===== src/dcachePkg.sv =====
package dcachePkg;

  // One processor word, used for both data and addresses
  typedef logic [31:0] wordT;

  // Low address fields below the set index
  localparam int byteOffBits  = 2;
  localparam int blockOffBits = 1;

  // Miss handler sequence
  // Victim write-back is skipped when the victim line is clean
  typedef enum logic [2:0] {
    msIdle,
    msWriteBack0,
    msWriteBack1,
    msFill0,
    msFill1,
    msDone
  } missStateT;

  // Flush engine sequence
  typedef enum logic [2:0] {
    fsIdle,
    fsCheck,
    fsWrite0,
    fsWrite1,
    fsNext,
    fsFlushed
  } flushStateT;

endpackage


===== src/cacheArray.sv =====
`timescale 1ns/1ps

module cacheArray #(
  parameter int numSets = 8,
  localparam int idxBits = $clog2(numSets),
  localparam int tagBits = 32 - idxBits - dcachePkg::blockOffBits - dcachePkg::byteOffBits
) (
  input  logic                   clk,
  input  logic                   arstN,
  input  dcachePkg::wordT        lookupAddr,
  input  logic                   writeEn,
  input  dcachePkg::wordT        writeData,
  input  logic                   fillEn,
  input  logic                   fillWord,
  input  dcachePkg::wordT        fillData,
  input  logic                   cleanEn,
  input  logic [idxBits-1:0]     cleanIndex,
  output logic                   hit,
  output dcachePkg::wordT        readData,
  output logic                   victimDirty,
  output logic [tagBits-1:0]     victimTag,
  output dcachePkg::wordT        victimData0,
  output dcachePkg::wordT        victimData1,
  input  logic [idxBits-1:0]     probeIndex,
  output logic                   probeDirty,
  output logic [tagBits-1:0]     probeTag,
  output dcachePkg::wordT        probeData0,
  output dcachePkg::wordT        probeData1
);

  localparam int lowBits = dcachePkg::blockOffBits + dcachePkg::byteOffBits;

  logic [tagBits-1:0]    tagMem   [numSets];
  dcachePkg::wordT       data0Mem [numSets];
  dcachePkg::wordT       data1Mem [numSets];
  logic [numSets-1:0]    validBits;
  logic [numSets-1:0]    dirtyBits;

  logic [idxBits-1:0]    lookupIndex;
  logic [tagBits-1:0]    lookupTag;
  logic                  lookupWord;

  // Split {tag, index, block offset, byte offset}
  assign lookupIndex = lookupAddr[lowBits +: idxBits];
  assign lookupTag   = lookupAddr[31 -: tagBits];
  assign lookupWord  = lookupAddr[dcachePkg::byteOffBits];

  assign hit      = validBits[lookupIndex] && (tagMem[lookupIndex] == lookupTag);
  assign readData = lookupWord ? data1Mem[lookupIndex] : data0Mem[lookupIndex];

  // Line currently sitting in the looked-up set
  assign victimDirty = validBits[lookupIndex] && dirtyBits[lookupIndex];
  assign victimTag   = tagMem[lookupIndex];
  assign victimData0 = data0Mem[lookupIndex];
  assign victimData1 = data1Mem[lookupIndex];

  // Probe port for the flush walk
  assign probeDirty = validBits[probeIndex] && dirtyBits[probeIndex];
  assign probeTag   = tagMem[probeIndex];
  assign probeData0 = data0Mem[probeIndex];
  assign probeData1 = data1Mem[probeIndex];

  always_ff @(posedge clk or negedge arstN) begin
    if (!arstN) begin
      validBits <= '0;
      dirtyBits <= '0;
    end else begin
      // Line only turns valid once its second word lands
      if (fillEn) begin
        validBits[lookupIndex] <= fillWord;
        dirtyBits[lookupIndex] <= 1'b0;
      end else if (writeEn) begin
        dirtyBits[lookupIndex] <= 1'b1;
      end
      if (cleanEn) begin
        dirtyBits[cleanIndex] <= 1'b0;
      end
    end
  end

  always_ff @(posedge clk) begin
    if (fillEn) begin
      tagMem[lookupIndex] <= lookupTag;
      if (fillWord) begin
        data1Mem[lookupIndex] <= fillData;
      end else begin
        data0Mem[lookupIndex] <= fillData;
      end
    end else if (writeEn) begin
      if (lookupWord) begin
        data1Mem[lookupIndex] <= writeData;
      end else begin
        data0Mem[lookupIndex] <= writeData;
      end
    end
  end

endmodule


===== src/missHandler.sv =====
`timescale 1ns/1ps

module missHandler #(
  parameter int numSets = 8,
  localparam int idxBits = $clog2(numSets),
  localparam int tagBits = 32 - idxBits - dcachePkg::blockOffBits - dcachePkg::byteOffBits
) (
  input  logic                clk,
  input  logic                arstN,
  input  logic                dmemREN,
  input  logic                dmemWEN,
  input  dcachePkg::wordT     dmemaddr,
  input  logic                hit,
  input  logic                victimDirty,
  input  logic [tagBits-1:0]  victimTag,
  input  dcachePkg::wordT     victimData0,
  input  dcachePkg::wordT     victimData1,
  input  logic                busGnt,
  input  logic                dwait,
  input  dcachePkg::wordT     dload,
  output logic                busReq,
  output logic                busREN,
  output logic                busWEN,
  output dcachePkg::wordT     busAddr,
  output dcachePkg::wordT     busStore,
  output logic                fillEn,
  output logic                fillWord,
  output logic                cleanEn,
  output logic                idle,
  output dcachePkg::wordT     fillData
);

  localparam int lowBits = dcachePkg::blockOffBits + dcachePkg::byteOffBits;

  dcachePkg::missStateT state;
  dcachePkg::missStateT nextState;

  logic [idxBits-1:0]                     setIndex;
  logic [tagBits-1:0]                     reqTag;
  logic [dcachePkg::blockOffBits-1:0]     wordSel;
  logic                                   xferDone;
  logic                                   missSeen;

  assign setIndex = dmemaddr[lowBits +: idxBits];
  assign reqTag   = dmemaddr[31 -: tagBits];
  assign missSeen = (dmemREN || dmemWEN) && !hit;

  // One word moves on each granted edge without wait
  assign xferDone = busGnt && !dwait;

  assign idle   = (state == dcachePkg::msIdle);
  assign busWEN = (state == dcachePkg::msWriteBack0) || (state == dcachePkg::msWriteBack1);
  assign busREN = (state == dcachePkg::msFill0) || (state == dcachePkg::msFill1);
  assign busReq = busWEN || busREN;

  // Second word of the block in the *1 states
  assign wordSel = ((state == dcachePkg::msWriteBack1) || (state == dcachePkg::msFill1))
                   ? 1'b1 : 1'b0;

  // Write-back goes to the old tag and fill to the requested one
  always_comb begin
    if (busWEN) begin
      busAddr = {victimTag, setIndex, wordSel, {dcachePkg::byteOffBits{1'b0}}};
    end else begin
      busAddr = {reqTag, setIndex, wordSel, {dcachePkg::byteOffBits{1'b0}}};
    end
  end

  assign busStore = wordSel[0] ? victimData1 : victimData0;

  assign fillData = dload;
  assign fillWord = (state == dcachePkg::msFill1);
  assign fillEn   = busREN && xferDone;
  assign cleanEn  = (state == dcachePkg::msWriteBack1) && xferDone;

  always_comb begin
    nextState = state;
    case (state)
      dcachePkg::msIdle: begin
        if (missSeen) begin
          nextState = victimDirty ? dcachePkg::msWriteBack0 : dcachePkg::msFill0;
        end
      end
      dcachePkg::msWriteBack0: begin
        if (xferDone) begin
          nextState = dcachePkg::msWriteBack1;
        end
      end
      dcachePkg::msWriteBack1: begin
        if (xferDone) begin
          nextState = dcachePkg::msFill0;
        end
      end
      dcachePkg::msFill0: begin
        if (xferDone) begin
          nextState = dcachePkg::msFill1;
        end
      end
      dcachePkg::msFill1: begin
        if (xferDone) begin
          nextState = dcachePkg::msDone;
        end
      end
      // Bus released here so the hit path takes over next cycle
      dcachePkg::msDone: nextState = dcachePkg::msIdle;
      default: nextState = dcachePkg::msIdle;
    endcase
  end

  always_ff @(posedge clk or negedge arstN) begin
    if (!arstN) begin
      state <= dcachePkg::msIdle;
    end else begin
      state <= nextState;
    end
  end

endmodule


===== src/flushEngine.sv =====
`timescale 1ns/1ps

module flushEngine #(
  parameter int numSets = 8,
  localparam int idxBits = $clog2(numSets),
  localparam int tagBits = 32 - idxBits - dcachePkg::blockOffBits - dcachePkg::byteOffBits
) (
  input  logic                clk,
  input  logic                arstN,
  input  logic                halt,
  input  logic                missIdle,
  input  logic                probeDirty,
  input  logic [tagBits-1:0]  probeTag,
  input  dcachePkg::wordT     probeData0,
  input  dcachePkg::wordT     probeData1,
  input  logic                flushGnt,
  input  logic                dwait,
  output logic [idxBits-1:0]  probeIndex,
  output logic                flushReq,
  output logic                flushWEN,
  output dcachePkg::wordT     flushAddr,
  output dcachePkg::wordT     flushStore,
  output logic                cleanEn,
  output logic                flushed
);

  localparam logic [idxBits-1:0] lastIndex = idxBits'(numSets - 1);

  dcachePkg::flushStateT state;
  logic [idxBits-1:0]    setCount;
  logic                  secondWord;
  logic                  xferDone;

  assign probeIndex = setCount;
  assign secondWord = (state == dcachePkg::fsWrite1);
  assign flushWEN   = (state == dcachePkg::fsWrite0) || secondWord;

  // Bus only asked for while halted and no miss is running
  assign flushReq = flushWEN && halt && missIdle;
  assign xferDone = flushGnt && !dwait;

  assign flushAddr  = {probeTag, setCount, secondWord, {dcachePkg::byteOffBits{1'b0}}};
  assign flushStore = secondWord ? probeData1 : probeData0;
  assign cleanEn    = secondWord && xferDone;
  assign flushed    = (state == dcachePkg::fsFlushed);

  always_ff @(posedge clk or negedge arstN) begin
    if (!arstN) begin
      state    <= dcachePkg::fsIdle;
      setCount <= '0;
    end else begin
      case (state)
        dcachePkg::fsIdle: begin
          if (halt && missIdle) begin
            state <= dcachePkg::fsCheck;
          end
        end
        // Clean or invalid sets cost no bus traffic
        dcachePkg::fsCheck: begin
          state <= probeDirty ? dcachePkg::fsWrite0 : dcachePkg::fsNext;
        end
        dcachePkg::fsWrite0: begin
          if (xferDone) begin
            state <= dcachePkg::fsWrite1;
          end
        end
        dcachePkg::fsWrite1: begin
          if (xferDone) begin
            state <= dcachePkg::fsNext;
          end
        end
        dcachePkg::fsNext: begin
          if (setCount == lastIndex) begin
            state <= dcachePkg::fsFlushed;
          end else begin
            setCount <= setCount + 1'b1;
            state    <= dcachePkg::fsCheck;
          end
        end
        // Stays here until reset
        dcachePkg::fsFlushed: state <= dcachePkg::fsFlushed;
        default: state <= dcachePkg::fsIdle;
      endcase
    end
  end

endmodule


===== src/memArbiter.sv =====
`timescale 1ns/1ps

module memArbiter (
  input  logic             clk,
  input  logic             arstN,
  input  logic             busReq,
  input  logic             flushReq,
  input  logic             busREN,
  input  logic             busWEN,
  input  dcachePkg::wordT  busAddr,
  input  dcachePkg::wordT  busStore,
  input  logic             flushWEN,
  input  dcachePkg::wordT  flushAddr,
  input  dcachePkg::wordT  flushStore,
  output logic             busGnt,
  output logic             flushGnt,
  output logic             dREN,
  output logic             dWEN,
  output dcachePkg::wordT  daddr,
  output dcachePkg::wordT  dstore
);

  // Current owner kept while its request stays up
  logic ownMiss;
  logic ownFlush;

  // Miss handler wins unless the flush engine already holds the bus
  assign busGnt   = busReq && !ownFlush;
  assign flushGnt = flushReq && !ownMiss && !busGnt;

  always_ff @(posedge clk or negedge arstN) begin
    if (!arstN) begin
      ownMiss  <= 1'b0;
      ownFlush <= 1'b0;
    end else begin
      ownMiss  <= busGnt;
      ownFlush <= flushGnt;
    end
  end

  // Idle bus drives zeros and the flush side never reads
  assign dREN   = busGnt && busREN;
  assign dWEN   = (busGnt && busWEN) || (flushGnt && flushWEN);
  assign daddr  = busGnt ? busAddr : (flushGnt ? flushAddr : '0);
  assign dstore = busGnt ? busStore : (flushGnt ? flushStore : '0);

endmodule


===== src/dcache.sv =====
`timescale 1ns/1ps

module dcache #(
  parameter int numSets = 8,
  localparam int idxBits = $clog2(numSets),
  localparam int tagBits = 32 - idxBits - dcachePkg::blockOffBits - dcachePkg::byteOffBits
) (
  input  logic             clk,
  input  logic             arstN,
  input  logic             halt,
  input  logic             dmemREN,
  input  logic             dmemWEN,
  input  dcachePkg::wordT  dmemaddr,
  input  dcachePkg::wordT  dmemstore,
  input  dcachePkg::wordT  dload,
  input  logic             dwait,
  output logic             dhit,
  output logic             flushed,
  output logic             dREN,
  output logic             dWEN,
  output dcachePkg::wordT  dmemload,
  output dcachePkg::wordT  daddr,
  output dcachePkg::wordT  dstore
);

  localparam int lowBits = dcachePkg::blockOffBits + dcachePkg::byteOffBits;

  logic arrayHit, arrayWriteEn, victimDirty, probeDirty;
  logic fillEn, fillWord, missCleanEn, flushCleanEn, arrayCleanEn, missIdle;
  logic busReq, busREN, busWEN, busGnt, flushReq, flushWEN, flushGnt;
  logic [tagBits-1:0] victimTag;
  logic [tagBits-1:0] probeTag;
  logic [idxBits-1:0] probeIndex;
  logic [idxBits-1:0] cleanIndex;
  dcachePkg::wordT victimData0, victimData1, probeData0, probeData1;
  dcachePkg::wordT fillData, busAddr, busStore, flushAddr, flushStore;

  // Hit only counts once the miss handler has let go
  assign dhit         = (dmemREN || dmemWEN) && arrayHit && missIdle;
  assign arrayWriteEn = dmemWEN && dhit;

  // Dirty clear follows the bus owner
  assign arrayCleanEn = busGnt ? missCleanEn : (flushGnt && flushCleanEn);
  assign cleanIndex   = flushGnt ? probeIndex : dmemaddr[lowBits +: idxBits];

  cacheArray #(.numSets(numSets)) array (
    .clk(clk), .arstN(arstN), .lookupAddr(dmemaddr), .writeEn(arrayWriteEn),
    .writeData(dmemstore), .fillEn(fillEn), .fillWord(fillWord), .fillData(fillData),
    .cleanEn(arrayCleanEn), .cleanIndex(cleanIndex), .hit(arrayHit), .readData(dmemload),
    .victimDirty(victimDirty), .victimTag(victimTag), .victimData0(victimData0),
    .victimData1(victimData1), .probeIndex(probeIndex), .probeDirty(probeDirty),
    .probeTag(probeTag), .probeData0(probeData0), .probeData1(probeData1)
  );

  missHandler #(.numSets(numSets)) miss (
    .clk(clk), .arstN(arstN), .dmemREN(dmemREN), .dmemWEN(dmemWEN), .dmemaddr(dmemaddr),
    .hit(arrayHit), .victimDirty(victimDirty), .victimTag(victimTag),
    .victimData0(victimData0), .victimData1(victimData1), .busGnt(busGnt), .dwait(dwait),
    .dload(dload), .busReq(busReq), .busREN(busREN), .busWEN(busWEN), .busAddr(busAddr),
    .busStore(busStore), .fillEn(fillEn), .fillWord(fillWord), .cleanEn(missCleanEn),
    .idle(missIdle), .fillData(fillData)
  );

  flushEngine #(.numSets(numSets)) flush (
    .clk(clk), .arstN(arstN), .halt(halt), .missIdle(missIdle), .probeDirty(probeDirty),
    .probeTag(probeTag), .probeData0(probeData0), .probeData1(probeData1),
    .flushGnt(flushGnt), .dwait(dwait), .probeIndex(probeIndex), .flushReq(flushReq),
    .flushWEN(flushWEN), .flushAddr(flushAddr), .flushStore(flushStore),
    .cleanEn(flushCleanEn), .flushed(flushed)
  );

  memArbiter arbiter (
    .clk(clk), .arstN(arstN), .busReq(busReq), .flushReq(flushReq), .busREN(busREN),
    .busWEN(busWEN), .busAddr(busAddr), .busStore(busStore), .flushWEN(flushWEN),
    .flushAddr(flushAddr), .flushStore(flushStore), .busGnt(busGnt), .flushGnt(flushGnt),
    .dREN(dREN), .dWEN(dWEN), .daddr(daddr), .dstore(dstore)
  );

endmodule


===== config.mk =====
export PLATFORM = sky130hd
export DESIGN_NAME = dcache
export DESIGN_NICKNAME = d
export VERILOG_FILES = /design/src/dcachePkg.sv /design/src/cacheArray.sv /design/src/missHandler.sv /design/src/flushEngine.sv /design/src/memArbiter.sv /design/src/dcache.sv
export SDC_FILE = /design/constraint.sdc
export NUM_CORES = 1
export LEC_CHECK = 0
export ABC_AREA = 1
export BUFFER_PORTS_ARGS = -buffer_cell sky130_fd_sc_hd__buf_2
export CAP_MARGIN = 20
export CELL_PAD_IN_SITES_DETAIL_PLACEMENT = 0
export CELL_PAD_IN_SITES_GLOBAL_PLACEMENT = 2
export CORE_ASPECT_RATIO = 1.5
export CORE_UTILIZATION = 40
export DETAILED_ROUTE_END_ITERATION = 6
export GPL_TIMING_DRIVEN = 1
export PLACE_DENSITY = 0.93
export SLEW_MARGIN = 20
export SYNTH_ARGS = -nofsm -noshare
export SYNTH_HDL_FRONTEND = slang
export SYNTH_SLANG_ARGS = --single-unit

===== constraint.sdc =====
create_clock -name clk -period 4.3 [get_ports clk]
set_input_delay 0.215 -clock clk [delete_from_list [all_inputs] [get_ports clk]]
set_output_delay 0.215 -clock clk [all_outputs]
set_load 0.005 [all_outputs]

After elaboration in Yosys (flattened, before gate mapping)
Memory sizes are Yosys's and may differ from the RTL's.
Cells that the tools add are included.
{ "classes": {"n_reduce_logical": 41, "eq_ne": 19, "muxes": 58, "bitwise_logic": 8, "magnitude_cmp": 5, "addsub": 1} }
{ "op_table": {"columns": ["operator", "count"], "rows": [
  ["$mux 32", 10],
  ["$mux 3", 11],
  ["$eq 26x26->1", 1],
  ["$logic_and 1x1->1", 24],
  ["$mux 1", 24],
  ["$mux 8", 3],
  ["$pmux 3 s6", 1],
  ["$and 8x8->8", 2],
  ["$not 8->8", 2],
  ["$pmux 3 s5", 1],
  ["$bmux 1 s3", 4],
  ["$eq 3x2->1 const B", 4],
  ["$eq 3x3->1 const B", 4],
  ["$lt 3x4->1 const B", 3],
  ["$ne 2x1->1 const B", 6],
  ["$bwmux 8", 1],
  ["$or 8x8->8", 1],
  ["$logic_or 1x1->1", 7],
  ["$demux 1 s3", 2],
  ["$eq 3x1->1 const B", 2],
  ["$ge 3x1->1 const B", 2],
  ["$logic_not 3->1", 2],
  ["$logic_not 1->1", 5],
  ["$reduce_and 5->1", 1],
  ["7 further kinds", 9]
]} }
{ "totals": {"elab_cells": 142, "regBits": 27, "mem_bits_rw": 720, "inputBits": 102, "n_memories": 3} }
{ "mem_list": {"columns": ["name", "words", "width", "read_ports", "rd_clocked_by_memory_dff", "wr", "line", "rtl"], "rows": [
  ["array.data0Mem", 8, 32, 2, 0, 1, "cacheArray.sv:34", "dcachePkg::wordT data0Mem [numSets];"],
  ["array.data1Mem", 8, 32, 2, 0, 1, "cacheArray.sv:35", "dcachePkg::wordT data1Mem [numSets];"],
  ["array.tagMem", 8, 26, 2, 0, 1, "cacheArray.sv:33", "logic [tagBits-1:0] tagMem [numSets];"]
]} }

Logic depth before layout (Yosys ltp)
{ "logic_depth": {"depth_word": 14, "mapped_depth": 21} }

Modules after synthesis
Synthesis repeated with hierarchy kept, for this count alone.
{ "unflattened": {"hier_cells": 4444, "area_unflattened_um2": 39646.8} }
{ "by_module_without_submodules": {"columns": ["mod", "seq_area_each_um2", "instances", "cells_per_inst", "area_per_inst_um2"], "rows": [
  ["cacheArray", 22021.1, 1, 3741, 35871.9],
  ["missHandler", 75.1, 1, 270, 1357.6],
  ["memArbiter", 50.0, 1, 227, 1310.0],
  ["flushEngine", 150.1, 1, 188, 1034.7],
  ["dcache", 0.0, 1, 18, 72.6]
]} }

Worst setup path after synthesis
OpenSTA, ideal clock, no wires.
{ "synth_path": {"path_type": "input to register", "from": "in dmemaddr[5]", "to": "mem array.data0Mem[0][0] (netlist name), enable pin", "n_path_buf": 3, "setup_ps": 421, "t_required_ps": 3879, "slack_ps": 589, "stages": 18, "arrival_ps": 3290, "path_cell_list": "buf_4 -> nor2_8 -> buf_2 -> nand3_1 -> nand2_1 -> nor2_1 -> nand2_1 -> nand2_1 -> nor2_1 -> nand2_1 -> nor2_1 -> nand2_1 -> nor2_2 -> nand4_1 -> buf_2 -> nand2_1 -> nand2_1 -> nor2_1"} }
{ "synth_between": {"elab_chain_len": 10} }
{ "synth_rtl": {"columns": ["item", "line", "rtl"], "rows": [
  ["start: declaration", "dcache.sv:13", "input dcachePkg::wordT dmemaddr,"],
  ["$mem_v2 8x26 or $bmux 1 s3 (tied branches)", null, null],
  ["$eq 26x26->1 or $mux 1 (tied branches)", "cacheArray.sv:48", "assign hit = validBits[lookupIndex] && (tagMem[lookupIndex] == lookupTag);"],
  ["$logic_and 1x1->1", "cacheArray.sv:48", null],
  ["$logic_and 1x1->1 (2 in a row)", "dcache.sv:39", "assign dhit = (dmemREN || dmemWEN) && arrayHit && missIdle;"],
  ["$logic_and 1x1->1", "dcache.sv:40", "assign arrayWriteEn = dmemWEN && dhit;"],
  ["$mux 1", "cacheArray.sv:89", "end else if (writeEn) begin"],
  ["$mux 1", "cacheArray.sv:82", "if (fillEn) begin"],
  ["$mux 1 (implied by the code)", "cacheArray.sv:93", "data0Mem[lookupIndex] <= writeData;"],
  ["$or 1x1->1 (no line)", null, null],
  ["end: declaration", "cacheArray.sv:34", null]
]} }
Several ways; a longest one is shown, not always the timed one. The select of a mux whose other input is x is not followed.

Worst setup path in the final report
{ "layout_path": {"from": "reg flush.setCount[0] (netlist: flush.probeIndex[0])", "to": "out dstore[9]"} }
{ "layout_between": {"elab_chain_len": 4} }
{ "layout_rtl": {"columns": ["item", "line", "rtl"], "rows": [
  ["start: declaration", "flushEngine.sv:30", "logic [idxBits-1:0] setCount;"],
  ["start signal: assignment", "flushEngine.sv:76", "setCount <= setCount + 1'b1;"],
  ["$mem_v2 8x32 (on tied branches)", null, null],
  ["$mux 32 *", "flushEngine.sv:43", "assign flushStore = secondWord ? probeData1 : probeData0;"],
  ["$mux 32 * (2 in a row)", "memArbiter.sv:45", "assign dstore = busGnt ? busStore : (flushGnt ? flushStore : '0);"],
  ["end: declaration", "dcache.sv:23", "output dcachePkg::wordT dstore"]
]} }
Mark *: on every way between the ends. The rest lies on a longest branch, timed or not.

==> qor.csv <==
stage,metric,value,unit
outcome,outcome,"complete, no violations",
floorplan,io_pins,202,
pwr,sw_frac_of_total,39.50,%
synthesis,synth-simple-area-share,14.70,%
synthesis,syn_inst,3974,
grt,antenna_found_initial,2,
sta,slew_violations,0,
synthesis,synth_ff_type,edfxtp_1,
floorplan,initial_core_util,40.49,%
pwr,p_seq_share,34.7,%
setup_path,slowest_delay,0.72,ns
drt,drt-wirelength-per-cell,24.67,um
synthesis,synth_mux_area_share,0.02651,%
setup_path,critPathKind,flip-flop to output port,
drt,wl_met2,66160,um
placed_design,gp_congestion,0.8535,
pwr,p_leak,16.88,nW
synthesis,synthAdderAreaFrac,0.06628,%
drt,wl_met3,11640,um
grt,track_usage,28.08,%
sta,hold_viol_final,0,
setup_path,required,4.09,ns
sta,rsz0062_at_grt,no,
grt,grt_pass1_vias,30760,
sta,finalSetupViolCount,0,
setup_path,worstPathArrival,3.67,ns
synthesis,synthTopCellsByArea,"edfxtp_1, nand2_1, o21ai_0",
synthesis,synth_compound_area_share,18.60,%
floorplan,dieArea,95640,um^2
setup_path,startpoint_type,flip-flop,
placed_design,dp_cells,5296,
min_path,holdPathStages,3,
placed_design,hpwl,79720,um
pwr,power_frac_clock,27.8,%
clocking,cts_sinks,747,
pwr,ir_drop,630.2,uV
setup_path,r2r_cells,16,
grt,gr-total-overflow,0,
clocking,htreeDepth,3,
floorplan,die_x,252.8,um
final_layout,area_delta_synth_final,16.87,%
drt,vias_per_cell,5.779,
clocking,ctsResizeCount,0,
setup_path,critPathMaxFanout,109,
clocking,clk_latency,0.66,ns
pwr,comb_power_share,37.5,%
drt,wl_met1,50860,um
setup_path,endpoint_kind,output port,
synthesis,synth_top_family_by_area,compound AO/OA/AOI/OAI gates,
pwr,p_int,14.94,mW
drt,maxUsedRoutingLayer,met5,
setup_path,crit_chain,inv_8 -> buf_4 -> nor2_1 -> o21ai_0 -> nand2_1 -> o311ai_0 -> nand2_1 -> o21ai_0 -> buf_2,
min_path,hp-class,input port to flip-flop,
final_layout,drive_gt1_share,13.09,%
pwr,power_density,559.7,nW/um^2
sta,fin_crit_sh,90.32,%
clocking,cts_tree,done,
sta,tns,0,ns
synthesis,synthXorXnorAreaFrac,0.02320,%
synthesis,synth-seq-cells,747,
final_layout,final_cell_count_no_fill,5485,
pwr,p_sw,9.756,mW
clocking,cts_buffers,74,
synthesis,netlist.area_leader.share,57.27,%
sta,tightest_slew,1.089,ns
synthesis,synth-warning-count,0,
synthesis,synth_cell_types,52,
synthesis,synthArstFlopShare,3.614,%
grt,grt_pass1_wl,196500,um
synthesis,yosysTopAreaCell,edfxtp_1,
synthesis,synth_enable_flop_cells,720,
drt,drc,0,
final_layout,final_cell_mix,"nand2_1, edfxtp_1, o21ai_0, inv_1, a21oi_1",
final_layout,fillers,8793,
drt,detail_route.first_pass.iterations,6,
sta,post-route-worst-setup-slack,0.4163,ns
clocking,clkTransAtPathRegs,0.07,ns
sta,fmax,257.5,MHz
clocking,cts-root-buf,clkbuf_16,
synthesis,synth-seq-area-share,59.06,%
final_layout,final_common_cell,nand2_1,
placed_design,io_buffers,197,
clocking,clock_path_buffers,3,
job,cap_violations,0,
drt,routed_wirelength,135300,um
setup_path,critPathSlowestCell,dfrtp_4,
sta,finClkSkew,0.05719,ns
grt,grt_max_degree,158,
drt,vias,31700,
final_layout,fin_nets,4278,
floorplan,num_rows,137,
synthesis,synth_area,37750,um^2
floorplan,die_h,378.3,um
placed_design,place_ws,0.3760,ns
drt,drt_iter0_markers,3130,
drt,ant_nets,0,
floorplan,coreArea,93250,um^2
sta,slew-limit-headroom,27.43,%
synthesis,avgSynthCellArea,9.500,um^2
sta,period_needed,3.884,ns
## registers in the layout, indices dropped and copies added (netlist names)
name / count
array.data1Mem: 256
array.validBits: 8
array.data0Mem: 256
flush.probeIndex: 3
flush.state: 3
miss.state: 3
arbiter.ownMiss: 1
array.tagMem: 208
arbiter.ownFlush: 1
array.dirtyBits: 8
## cells in the mapped netlist (9+ instances only)
library cell  count
o311ai_0         72
a21oi_1         353
o21bai_1          9
dfrtp_1          27
edfxtp_1        720
buf_4            15
inv_1           410
a221oi_1         74
o211ai_1         26
clkbuf_1        200
buf_2            28
o2111ai_1        17
nor3_1           16
o21ai_1          15
o21ai_0         412
nor2_1          147
nand3_1         214
o22ai_1          42
a211oi_1         15
inv_2            16
buf_1            26
nand2_1         902
o21ai_2          28
a22oi_1          67
nand4_1          41
## power by group through the flow
stage               Combinational, mW  Clock (mW)  Sequential, mW
finish                           9.26        6.87            8.57
global route                     10.0        7.20            8.60
CTS                              9.12        6.94            8.56
detailed placement               9.05           0            8.72
global placement                 9.02           0            8.71
floorplan                        5.30           0            8.50
## critical path: cells and delay by family (launching register included)
kind	cells	cell delay, ns
buffers and inverters	3	1.31
DFF	1	0.72
AOI/OAI and AO/OA	3	0.57
and+or+nand+nor	3	0.25
## layer usage
layer	GRT usage (%)	vias to the layer above
met5	0	-
met4	13.71	2
met3	4.248	363
met2	47.93	1635
met1	34.56	15210
li1	-	14490
## worst paths after layout
path,start,to,slack (ns)
max,flush.probeIndex[0]$_DFFE_PN0P_,dstore[9],0.42
min,dload[23],array.data1Mem[7][23]$_DFFE_PP_,0.01
max reg2reg,miss.state[0]$_DFFE_PN0P_,array.data1Mem[4][28]$_DFFE_PP_,1.01
min reg2reg,array.validBits[6]$_DFFE_PN0P_,array.validBits[6]$_DFFE_PN0P_,0.55
max in group asynchronous,arstN,flush.probeIndex[0]$_DFFE_PN0P_,3.61
min in group asynchronous,arstN,arbiter.ownFlush$_DFF_PN0_,0.20
## logic make-up (layout without fill, tap and decap cells)
logic type | count (synthesis) | after routing
buffers and inverters | 714 | 972
AOI/OAI and AO/OA | 1166 | 1166
adders and majority gates | 2 | 2
xor gates and xnor gates | 1 | 1
other | 1 | 3
and+or+nand+nor | 1342 | 1342
DFF | 747 | 747
muxes | 1 | 1
## final cells by class
cell class | instances | area (um^2) | area share [%]
multi-input combinational | 2514 | 12830 | 29.09
sequential | 747 | 22310 | 50.55
clock inverter | 44 | 585.6 | 1.327
inverter | 437 | 1660 | 3.763
timing repair buffer | 400 | 3233 | 7.328
antenna | 1 | 2.502 | 0.005672
clock buffer | 91 | 1937 | 4.390
tap | 1251 | 1565 | 3.548
## through the flow
stage	cell area, um^2	util [%]	power (mW)	hold slack [ns]
floorplan	37760	-	13.80	-0.08059
global placement	41070	44.04	17.74	0.2735
detailed placement	41070	44.04	17.77	0.2814
finish	44120	47.32	24.70	0.01343
global route	44120	47.31	25.81	0.03732
CTS	44120	47.31	24.61	0.0003827
## what timing repair did
action                    in CTS  in global routing
hold endpoints to repair     432                  0
hold buffers                  53                  0
setup buffers                  0                  0
(Power assumes the default switching activity.)
